===== config.mk =====
export PLATFORM = sky130hd
export DESIGN_NAME = cacheCtrl
export DESIGN_NICKNAME = d
export VERILOG_FILES = /design/src/common/cache_pkg.sv /design/src/cache/cacheCtrl.sv
export VERILOG_INCLUDE_DIRS = /design/src /design/src/common
export SDC_FILE = /design/constraint.sdc
export NUM_CORES = 1
export LEC_CHECK = 0
export BUFFER_PORTS_ARGS = -buffer_cell sky130_fd_sc_hd__buf_4
export CORE_MARGIN = 2
export CORE_UTILIZATION = 36
export CTS_CLUSTER_DIAMETER = 40
export CTS_CLUSTER_SIZE = 20
export DETAILED_ROUTE_END_ITERATION = 8
export PLACE_DENSITY = 0.82
export RECOVER_POWER = 50
export SETUP_SLACK_MARGIN = 0.2
export SLEW_MARGIN = 0
export SYNTH_ARGS = -nofsm -noshare
export SYNTH_HDL_FRONTEND = slang
export SYNTH_SLANG_ARGS = --single-unit

===== constraint.sdc =====
create_clock -name clk -period 2.56 [get_ports clk]
set_clock_uncertainty 0.2 [all_clocks]
set_input_delay 0.128 -clock clk [delete_from_list [all_inputs] [get_ports clk]]
set_output_delay 0.128 -clock clk [all_outputs]
set_load 0.02 [all_outputs]

===== src/common/cache_consts.svh =====
`ifndef CACHE_CONSTS_SVH
`define CACHE_CONSTS_SVH

// ------------------------------
// address split
// ------------------------------

`define CACHE_ADDR_W 16 // byte address
`define CACHE_TAG_W 8
`define CACHE_INDEX_W 4
`define CACHE_OFFSET_W 4 // byte within a line

// ------------------------------
// data geometry
// ------------------------------

`define CACHE_WORD_W 32
`define CACHE_WORDS 4 // words per line
`define CACHE_SETS 16

// two ways fixed, one lru bit per set

`endif


===== src/common/cache_pkg.sv =====
`default_nettype none

`include "cache_consts.svh"

package cachePkg;

	typedef logic [`CACHE_ADDR_W-1:0] addrT;
	typedef logic [`CACHE_WORD_W-1:0] wordT;
	typedef logic [`CACHE_WORDS*`CACHE_WORD_W-1:0] lineT; // word 0 in low bits
	typedef logic [`CACHE_TAG_W-1:0] tagT;
	typedef logic [`CACHE_INDEX_W-1:0] indexT;
	typedef logic [$clog2(`CACHE_WORDS)-1:0] wordSelT;
	typedef logic wayT;

	typedef enum logic [1:0] {
		opNone,
		opRead,
		opWrite,
		opInvalidate
	} cacheOpT;

	// controller sequencing
	typedef enum logic [2:0] {
		sIdle,
		sFlush,
		sFlushWait,
		sFill,
		sFillWait,
		sDone
	} ctrlStateT;

endpackage

`default_nettype wire


===== src/cache/cacheCtrl.sv =====
`timescale 1ns/1ps
`default_nettype none

`include "cache_consts.svh"

module cacheCtrl (
	input wire clk,
	input wire reset,
	input wire cachePkg::cacheOpT op,
	input wire cachePkg::indexT index,
	input wire cachePkg::tagT tag,
	input wire isHit,
	input wire cachePkg::wayT hitWay,
	input wire cachePkg::wayT victimWay,
	input wire victimDirty,
	input wire cachePkg::tagT victimTag,
	input wire memRdReady,
	input wire memWrDone,
	output logic fillEn,
	output logic writeEn,
	output logic touchEn,
	output logic cleanEn,
	output logic invalEn,
	output cachePkg::wayT way,
	output logic memRdReq,
	output cachePkg::addrT memRdAddr,
	output logic memWrReq,
	output cachePkg::addrT memWrAddr,
	output logic done,
	output logic hit
);

	cachePkg::ctrlStateT state;
	cachePkg::wayT wayReg; // way under flush or refill
	logic missed; // current op went to memory

	// ------------------------------
	// sequencing
	// ------------------------------

	always_ff @(posedge clk) begin
		if (reset) begin
			state <= cachePkg::sIdle;
			missed <= 1'b0;
		end else begin
			case (state)
				cachePkg::sIdle: begin
					if (op == cachePkg::opInvalidate) begin
						if (isHit && victimDirty) begin
							state <= cachePkg::sFlush;
							missed <= 1'b1;
						end else begin
							state <= cachePkg::sDone; // clean or absent
						end
					end else if (op != cachePkg::opNone) begin
						if (isHit) begin
							state <= cachePkg::sDone;
						end else begin
							missed <= 1'b1;
							if (victimDirty)
								state <= cachePkg::sFlush;
							else
								state <= cachePkg::sFill;
						end
					end
				end
				cachePkg::sFlush:
					state <= cachePkg::sFlushWait;
				cachePkg::sFlushWait: begin
					if (memWrDone) begin
						if (op == cachePkg::opInvalidate)
							state <= cachePkg::sDone;
						else
							state <= cachePkg::sFill;
					end
				end
				cachePkg::sFill:
					state <= cachePkg::sFillWait;
				cachePkg::sFillWait:
					if (memRdReady) state <= cachePkg::sIdle; // re-lookup now hits
				cachePkg::sDone: begin
					state <= cachePkg::sIdle;
					missed <= 1'b0;
				end
				default:
					state <= cachePkg::sIdle;
			endcase
		end
	end

	// victim held steady until the fill lands
	always_ff @(posedge clk) begin
		if (state == cachePkg::sIdle)
			wayReg <= victimWay;
	end

	// ------------------------------
	// store strobes
	// ------------------------------

	always_comb begin
		fillEn = 1'b0;
		writeEn = 1'b0;
		touchEn = 1'b0;
		cleanEn = 1'b0;
		invalEn = 1'b0;
		case (state)
			cachePkg::sIdle: begin
				if (isHit) begin
					case (op)
						cachePkg::opRead: touchEn = 1'b1;
						cachePkg::opWrite: writeEn = 1'b1;
						cachePkg::opInvalidate: invalEn = !victimDirty;
						default: ;
					endcase
				end
			end
			cachePkg::sFlushWait: begin
				if (memWrDone) begin
					if (op == cachePkg::opInvalidate)
						invalEn = 1'b1;
					else
						cleanEn = 1'b1;
				end
			end
			cachePkg::sFillWait:
				fillEn = memRdReady;
			default: ;
		endcase
	end

	assign way = (state == cachePkg::sIdle) ? hitWay : wayReg;

	// memory side, line aligned
	assign memRdReq = (state == cachePkg::sFill);
	assign memWrReq = (state == cachePkg::sFlush);
	assign memRdAddr = {tag, index, {`CACHE_OFFSET_W{1'b0}}};
	assign memWrAddr = {victimTag, index, {`CACHE_OFFSET_W{1'b0}}};

	assign done = (state == cachePkg::sDone);
	assign hit = !missed;

endmodule

`default_nettype wire


==> results of run 1 <==
==> kinds of logic (layout without fill, tap and decap cells) <==
logic type	count (synthesis)	after routing	share of synthesized area, %
compound gates	12	12	16.5
fa+ha+maj	1	1	1.53
mux	1	1	1.72
flops	5	5	16.9
xor+xnor	1	1	1.34
other cells	1	8	0.574
simple gates	19	19	18.6
buf+inv	38	28	42.9
==> registers in the layout, indices dropped and copies added (netlist names) <==
register / cells
state: 3
wayReg: 1
missed: 1
==> power by group through the flow <==
stage	Clock (uW)	Combinational, uW	Sequential [uW]
finish	89.3	184	139
global placement	0	180	138
CTS	95.7	186	139
floorplan	0	213	119
detailed placement	0	183	141
global route	104	203	144
==> layer usage <==
| layer | wire length [um] | vias to the layer above |
|---|---|---|
| li1 | - | 226 |
| met1 | 467 | 191 |
| met2 | 406 | 33 |
| met3 | 129 | 4 |
| met4 | 6 | 0 |
| met5 | 0 | - |
==> final cells by class <==
type                            count  area share (%)
Timing Repair Buffer               22            27.1
Tap cell                           25            4.91
Multi-Input combinational cell     42            45.4
Sequential cell                     5            17.3
Inverter                            2            1.18
Clock buffer                        4            4.13
==> stage by stage <==
step	setup WS, ps	hold WS, ps	total power [uW]	area, um^2	util (%)
3_3_place_gp	1020	56.1	319	581	34.0
3_5_place_dp	1010	56.1	324	581	34.0
6_report	766	42.2	413	637	37.3
4_1_cts	748	28.6	422	637	37.3
2_1_floorplan	808	-7.35	332	679	-
5_1_grt	670	46.4	452	637	37.3
==> path summary, 6_finish.rpt <==
path         startpoint        to  depth (start not counted)
max reg2reg    state[2]  state[1]                          3
max            state[1]   invalEn                          3
min           memWrDone  state[0]                          3
min reg2reg      missed    missed                          2
==> worst max-delay path: stages (launching register included) <==
cell	delay, ps
dfxtp_1	500
nand2_1	150
a2111oi_1	370
buf_4	210
==> cells in the final DEF, fill, tap and decap left out, types with 2 or more instances in the layout <==
master         netlist  routed
nor2_1               2       2
nor3b_1              4       4
dlygate4sd3_1        0       3
conb_1               1       8
nor3_1               3       3
a2111oi_1            2       2
clkbuf_4             0       3
nand2_1              5       5
buf_4               32      19
dfxtp_1              4       4
a21oi_1              2       2
==> timing repair <==
action                    4_1_cts  5_1_grt
hold endpoints to repair        5        0
hold buffers                    3        0
gates resized for setup         0        0
==> results.sh, run 1 <==
export IMPL_status="finished clean"
export IMPL_use_met2_pct=14.7
export IMPL_postRouteAntennaNets=0
export IMPL_synthTopCellsByCount="32 x buf_4, 5 x nand2_1, 4 x dfxtp_1, 4 x nor3b_1, 3 x nor3_1"
export IMPL_rrSetupSlack_ps=1130
export IMPL_diodes=0
export IMPL_tns_ps=0
export IMPL_area_growth_pct=-2.49
export IMPL_hp_class="in2reg"
export IMPL_multi_input_area_um2=289
export IMPL_cap_violations=0
export IMPL_antenna_found_initial=0
export IMPL_cts_sinks=5
export IMPL_final_cells=100
export IMPL_synth_area_leader_cell="buf_4"
export IMPL_clockRootBuffer="clkbuf_4"
export IMPL_wl_mm=1.01
export IMPL_layout_nets=106
export IMPL_ios=72
export IMPL_core_um2=1710
export IMPL_grt_total_usage_pct=10.8
export IMPL_setup_worst_path_class="reg2out"
export IMPL_clkTransAtPathRegs_ps=40
export IMPL_grtUsageMet3_pct=5.10
export IMPL_initial_core_util_pct=38.2
export IMPL_final_max_slew_viol_count=0
export IMPL_cts_tree="done"
export IMPL_grt_pass1_wl_mm=1.67
export IMPL_use_met1_pct=13.8
export IMPL_power_density_nw_per_um2=648
export IMPL_synthDistinctLibCells=30
export IMPL_drt_first_pass_iters=2
export IMPL_p_int_uw=247
export IMPL_register_area_um2=110
export IMPL_yosysMostFrequentCell="buf_4"
export IMPL_synth_top_area_share_pct=36.8
export IMPL_seq_power_share_pct=33.8
export IMPL_cp_required_ps=2230
export IMPL_syn_avg_cell_area_um2=8.37
export IMPL_sw_frac_of_total_pct=40.1
export IMPL_htree_levels=1
export IMPL_drcViolationCount=0
export IMPL_viasPerCell=4.54
export IMPL_portBuffers=19
export IMPL_p_comb_share_pct=44.6
export IMPL_finalCriticalPeriod_ps=1790
export IMPL_hpwl_um=810
export IMPL_post_drt_wl_per_cell_um=10.1
export IMPL_clock_fmax_ghz=0.557
export IMPL_overflow=0
export IMPL_place_gp_congestion=0.817
export IMPL_async_flop_share_pct=0
export IMPL_crit_path_end_kind="primary output"
export IMPL_drive_gt1_share_pct=38.7
export IMPL_synth_area_leaders="buf_4 37%, dfxtp_1 12%, edfxtp_1 4.6%"
export IMPL_cts_made_buffers=3
export IMPL_cts_max_path_buffers=2
export IMPL_power_frac_clock_pct=21.6
export IMPL_cp_arrival_ps=1470
export IMPL_chipHeight_um=46.6
export IMPL_synth_seq_cells=5
export IMPL_syn_area_um2=653
export IMPL_ys_dominant_reg_cell="dfxtp_1"
export IMPL_clk_latency_ps=230
export IMPL_dp_cells=93
export IMPL_ys_warn_count=0
export IMPL_rsz0062_at_grt="false"
export IMPL_grt_pass1_vias=389
export IMPL_grt_max_degree=13
export IMPL_top_usage_layer="met2"
export IMPL_leakagePower_uw=0.000263
export IMPL_synth_edf_count=1
export IMPL_ir_worst_vdd_v=0.000193
export IMPL_vias=454
export IMPL_seq_area_frac_synth_pct=16.9
export IMPL_cts_setup_buffers=0
export IMPL_dieArea_um2=2170
export IMPL_hold_viol=0
export IMPL_fin_crit_sh_pct=70.1
export IMPL_worstPathMaxFanout=7
export IMPL_fillers=184
export IMPL_die_w_um=46.6
export IMPL_syn_inst=78
export IMPL_drt_iter0_markers=4
export IMPL_num_rows=15
export IMPL_setup_worst_path_start_class="flop"
export IMPL_netSwitchingPower_uw=165
export IMPL_setup_viol=0
Note: power is estimated with default switching activity, not from simulation.
==> inputs of run 2 (changes only) <==
ABC_AREA = 1   (was not set)
CORE_UTILIZATION = 33   (was 36)
PLACE_DENSITY = 0.77   (was 0.82)
clock period = 1.7 ns   (was 2.56 ns; I/O delays follow)
==> results.sh, run 2 <==
export IMPL_synthDistinctLibCells=21
export IMPL_drive_gt1_share_pct=39.7
export IMPL_hold_viol=0
export IMPL_post_route_util_pct=54.3
export IMPL_async_flop_share_pct=0
export IMPL_chipHeight_um=47.7
export IMPL_hp_class="in2reg"
export IMPL_cts_made_buffers=3
export IMPL_layout_nets=157
export IMPL_ys_warn_count=0
export IMPL_antenna_found_initial=0
export IMPL_clock_fmax_ghz=0.604
export IMPL_htree_levels=1
export IMPL_cp_arrival_ps=1370
export IMPL_post_drt_wl_per_cell_um=10.8
export IMPL_setup_worst_path_start_class="flop"
export IMPL_wl_mm=1.64
export IMPL_largest_register="state"
export IMPL_setup_viol=0
export IMPL_final_cell_mix="24 x dlygate4sd3_1, 24 x buf_4, 13 x nand2_1"
export IMPL_top_regs="state: 3 flops, missed: 1 flops, wayReg: 1 flops"
export IMPL_crit_path_end_kind="primary output"
export IMPL_die_w_um=47.7
export IMPL_cp_required_ps=1410
export IMPL_diodes=0
export IMPL_finalCriticalPeriod_ps=1660
export IMPL_initial_core_util_pct=35.7
export IMPL_syn_inst=95
export IMPL_tns_ps=0
export IMPL_cts_sinks=5
export IMPL_synthTopCellsByCount="32 x buf_4, 15 x nand2_1, 10 x inv_1"
export IMPL_p_total_uw=1300
export IMPL_final_max_slew_viol_count=0
export IMPL_cp_slowest_cell="dfxtp_2"
export IMPL_num_rows=15
export IMPL_clk_latency_ps=250
export IMPL_status="finished clean"
export IMPL_core_um2=1760
export IMPL_yosysMostFrequentCell="buf_4"
export IMPL_worstPathMaxFanout=4
export IMPL_viasPerCell=4.46
export IMPL_clkTransAtPathRegs_ps=50
export IMPL_drcViolationCount=0
export IMPL_synth_area_leaders="buf_4 38%, dfxtp_1 13%, nand2_1 8.9%"
export IMPL_synth_area_leader_cell="buf_4"
export IMPL_synth_top_area_share_pct=38.1
export IMPL_place_area_um2=601
export IMPL_drt_first_pass_iters=4
export IMPL_cts_tree="done"
export IMPL_hold_depth=4
export IMPL_cap_violations=0
export IMPL_hold_worst_slack_ps=36.7
export IMPL_fin_crit_sh_pct=97.4
export IMPL_grt_total_usage_pct=13.9
export IMPL_setup_worst_path_class="reg2out"
export IMPL_portBuffers=19
export IMPL_syn_area_um2=631
export IMPL_drt_iter0_markers=12
export IMPL_ff2ff_path_depth=8
export IMPL_cts_max_path_buffers=2
export IMPL_grt_pass1_wl_mm=2.13
export IMPL_hpwl_mm=1.08
export IMPL_stdcell_area_um2=958
export IMPL_grt_max_degree=6
export IMPL_synth_edf_count=1
export IMPL_largest_reg_flops=3
export IMPL_ys_dominant_reg_cell="dfxtp_1"
export IMPL_grt_pass1_vias=579
export IMPL_cp_cell_sequence="inv_2 -> nand2_2 -> nor2_4 -> nand2_4 -> o31ai_2 -> buf_4"
export IMPL_postRouteAntennaNets=0
export IMPL_leakagePower_uw=0.000491
export IMPL_dieArea_um2=2280
export IMPL_ios=72
export IMPL_place_gp_congestion=0.785
export IMPL_synth_seq_cells=5
export IMPL_clockRootBuffer="clkbuf_4"
export IMPL_area_growth_pct=52.0
export IMPL_overflow=0
export IMPL_power_density_nw_per_um2=1360
export IMPL_ir_worst_vdd_v=0.000477
export IMPL_seq_area_frac_synth_pct=17.5
export IMPL_vias=673
export IMPL_rsz0062_at_grt="true"
export IMPL_syn_avg_cell_area_um2=6.64
export IMPL_crit_path_max_incr_delay_ps=320
==> run 2: cell count changes after synthesis, moves of 2 or more <==
| cell | previous run | this run |
|---|---|---|
| a2111oi_1 | 2 | 0 |
| buf_2 | 2 | 0 |
| buf_6 | 2 | 0 |
| inv_1 | 1 | 10 |
| nand2_1 | 5 | 15 |
| nand3_1 | 0 | 5 |
| nor2_1 | 2 | 6 |
| nor2_2 | 0 | 3 |
| nor3b_1 | 4 | 0 |
==> run 2: critical path: cells and delay by family (launching register included) <==
kind | cells | cell delay (ps)
simple gates | 3 | 310
buf+inv | 2 | 260
compound gates | 1 | 210
flops | 1 | 320
==> run 2: routing by layer <==
| metal | routed length (um) | global-route usage (%) |
|---|---|---|
| met1 | 513 | 12.2 |
| met2 | 911 | 23.7 |
| met3 | 154 | 2.64 |
| met4 | 57 | 16.8 |
| met5 | 0 | 0 |
==> run 2: final timing paths <==
check        endpoint      from  slack, ps
max           invalEn  state[1]         40
min            missed     isHit         40
max reg2reg    wayReg  state[1]         80
min reg2reg    missed    missed        300
==> run 2: power by group <==
group	internal, uW	switching, uW	total, uW
combinational	440	488	928
clock	89.1	55.4	145
sequential	182	45.5	227
total	711	589	1300
==> run 2: timing repair <==
item,in CTS,in global routing
buffers inserted,8,1
cloned,0,0
hold buffers,24,0
endpoints found under the setup margin,5,8
hold endpoints to repair,29,0
resized for setup,6,5
pin swaps,2,3
==> run 2: logic make-up after synthesis <==
logic type | count (synthesis) | share of synthesized area [%]
buf+inv | 44 | 45.2
simple gates | 38 | 29.0
compound gates | 6 | 5.95
flops | 5 | 17.5
mux | 1 | 1.79
other cells | 1 | 0.595
==> run 2: cell type report <==
type                            count  area [um^2]
Tap cell                           25         31.3
Multi-Input combinational cell     53          288
Sequential cell                     5          114
Inverter                           12         45.0
Fill cell                         174          806
Clock buffer                        4         26.3
Timing Repair Buffer               52          454
==> run 2: metrics by stage <==
| step | worst slack [ps] | cells |
|---|---|---|
| after floorplan | 246 | 102 |
| after global placement | 207 | 114 |
| after detailed placement | 117 | 114 |
| after CTS | 22.2 | 150 |
| after global routing | 9.74 | 151 |
| final | 43.9 | 151 |
==> inputs of run 3 (changes only) <==
CELL_PAD_IN_SITES_DETAIL_PLACEMENT = 0   (was not set)
CELL_PAD_IN_SITES_GLOBAL_PLACEMENT = 1   (was not set)
CORE_UTILIZATION = 22   (was 33)
CTS_BUF_LIST = sky130_fd_sc_hd__clkbuf_8   (was not set)
PLACE_DENSITY = 0.84   (was 0.77)
clock period = 2.1 ns   (was 1.7 ns; I/O delays follow)
==> results.sh, run 3 (same netlist as run 2, synthesis figures left out) <==
export IMPL_status="finished, violations left"
export IMPL_failed_checks="negative hold slack"
export IMPL_rr_endpoint="missed"
export IMPL_grt_pass1_wl_mm=2.06
export IMPL_hold_worst_slack_ps=-36.6
export IMPL_hp_class="in2reg"
export IMPL_worst_path_stages=6
export IMPL_largest_register="state"
export IMPL_tns_ps=0
export IMPL_post_route_util_pct=25.4
export IMPL_htree_levels=1
export IMPL_cts_made_buffers=3
export IMPL_cts_sinks=5
export IMPL_die_w_um=57.5
export IMPL_drcViolationCount=0
export IMPL_hold_viol=1
export IMPL_antenna_found_initial=0
export IMPL_finalCriticalPeriod_ps=1840
export IMPL_vias=504
export IMPL_cpMostUsedCell="buf_4"
export IMPL_top_usage_layer="met2"
export IMPL_cp_required_ps=1790
export IMPL_overflow=0
export IMPL_dieArea_um2=3310
export IMPL_cp_arrival_ps=1540
export IMPL_leakagePower_uw=0.000373
export IMPL_final_cell_mix="22 x buf_4, 14 x nand2_1, 10 x inv_1"
export IMPL_clk_latency_ps=230
export IMPL_path_delay_family="buffers and inverters"
export IMPL_wl_mm=1.31
export IMPL_ff2ff_path_depth=5
export IMPL_core_um2=2730
export IMPL_chipHeight_um=57.5
export IMPL_initial_core_util_pct=23.1
export IMPL_largest_reg_flops=3
export IMPL_clock_fmax_ghz=0.543
export IMPL_clockRootBuffer="clkbuf_8"
export IMPL_diodes=0
export IMPL_cp_cell_sequence="inv_2 -> nand2_2 -> nor2_4 -> buf_4 -> mux2_2 -> buf_4"
export IMPL_viasPerCell=3.91
export IMPL_final_common_cell="buf_4"
export IMPL_stdcell_area_um2=694
export IMPL_ir_worst_vdd_v=0.000316
export IMPL_worstPathMaxFanout=5
export IMPL_crit_path_max_incr_delay_ps=330
export IMPL_grt_pass1_vias=518
export IMPL_cap_violations=0
export IMPL_num_rows=19
export IMPL_crit_path_end_kind="primary output"
export IMPL_rsz0062_at_grt="false"
export IMPL_power_density_nw_per_um2=1260
export IMPL_crit_start="state[0]"
export IMPL_grtUsageMet3_pct=3.17
export IMPL_setup_viol=0
export IMPL_setup_worst_path_start_class="flop"
export IMPL_grt_total_usage_pct=8.33
export IMPL_grt_max_degree=8
export IMPL_use_met1_pct=7.28
export IMPL_fillers=293
export IMPL_crit_buf_inv=3
export IMPL_layout_nets=129
export IMPL_post_drt_wl_per_cell_um=10.1
export IMPL_cts_tree="done"
export IMPL_hpwl_mm=1.02
export IMPL_hold_depth=4
export IMPL_portBuffers=19
export IMPL_use_met2_pct=14.6
export IMPL_postRouteAntennaNets=0
export IMPL_endpoint="way"
export IMPL_rrSetupSlack_ps=720
export IMPL_cp_slowest_cell="dfxtp_1"
export IMPL_setup_worst_path_class="reg2out"
export IMPL_top_regs="state: 3 flops, missed: 1 flops, wayReg: 1 flops"
export IMPL_clkTransAtPathRegs_ps=40
export IMPL_place_gp_congestion=0.793
export IMPL_area_growth_pct=10.1
export IMPL_cts_max_path_buffers=2
export IMPL_fin_crit_sh_pct=87.7
export IMPL_final_max_slew_viol_count=0
export IMPL_place_area_um2=598
export IMPL_drive_gt1_share_pct=39.8
export IMPL_ios=72
export IMPL_drt_iter0_markers=10
export IMPL_worstReg2RegStart="state[0]"
export IMPL_drt_first_pass_iters=3
## run 3: cell count changes in the layout (fill, tap and decap cells not counted), moves of 2 or more
cell	previous run	this run
nor2_2	4	2
clkbuf_1	2	0
buf_6	2	0
nor3_2	2	0
buf_4	24	22
clkbuf_8	0	3
nor3_1	2	4
dfxtp_2	3	1
dlygate4sd3_1	24	2
dfxtp_1	1	3
clkbuf_4	4	0
## run 3: worst min path at each step
| stage | start | endpoint | slack (ps) |
|---|---|---|---|
| global route | memWrDone | state[1] | 8 |
| global placement | tag[2] | memRdAddr[10] | 10 |
| CTS | memRdReady | state[2] | 5 |
| detailed placement | tag[2] | memRdAddr[10] | 10 |
| floorplan | reset | state[1] | -30 |
| finish | memWrDone | state[1] | -40 |
## run 3: through the flow
step / worst slack, ps / total power [uW] / cells
floorplan: 531 / 556 / 102
global placement: 591 / 606 / 120
detailed placement: 555 / 616 / 120
CTS: 255 / 814 / 127
global route: 192 / 939 / 129
finish: 259 / 877 / 129
## run 3: timing repair
action | CTS | global route
hold endpoints to repair | 5 | 0
buffers inserted | 0 | 3
setup endpoints to repair | 0 | 1
gates resized for setup | 0 | 4
hold buffers | 3 | 0
## run 3: cell type report
class | count | area, um^2 | share of cell area [%]
repair buffers | 24 | 185 | 26.7
well taps | 31 | 38.8 | 5.59
multi-input cells | 53 | 269 | 38.7
inverters | 12 | 45.0 | 6.49
clock buffers | 3 | 41.3 | 5.95
clock inverters | 1 | 3.75 | 0.541
flip-flops and latches | 5 | 111 | 16.0
## run 3: worst register-to-register path, stage by stage (launching register included)
cell	delay, ps
dfxtp_1	370
inv_2	80
buf_4	130
nor3_1	270
or2_2	170
a21oi_1	30
## run 3: metal layers
layer / vias to the layer above / part of all wire (%) / wire, um
li1: 259 / - / -
met4: 0 / 2.8 / 37
met2: 17 / 55 / 719
met5: - / 0 / 0
met3: 5 / 9.0 / 117
met1: 223 / 33 / 433
## run 3: where the power goes
part	switching (uW)	leakage [uW]	internal (uW)
Combinational	297	0.000303	217
Sequential	36.3	0.0000433	143
Clock	56.7	0.0000269	126
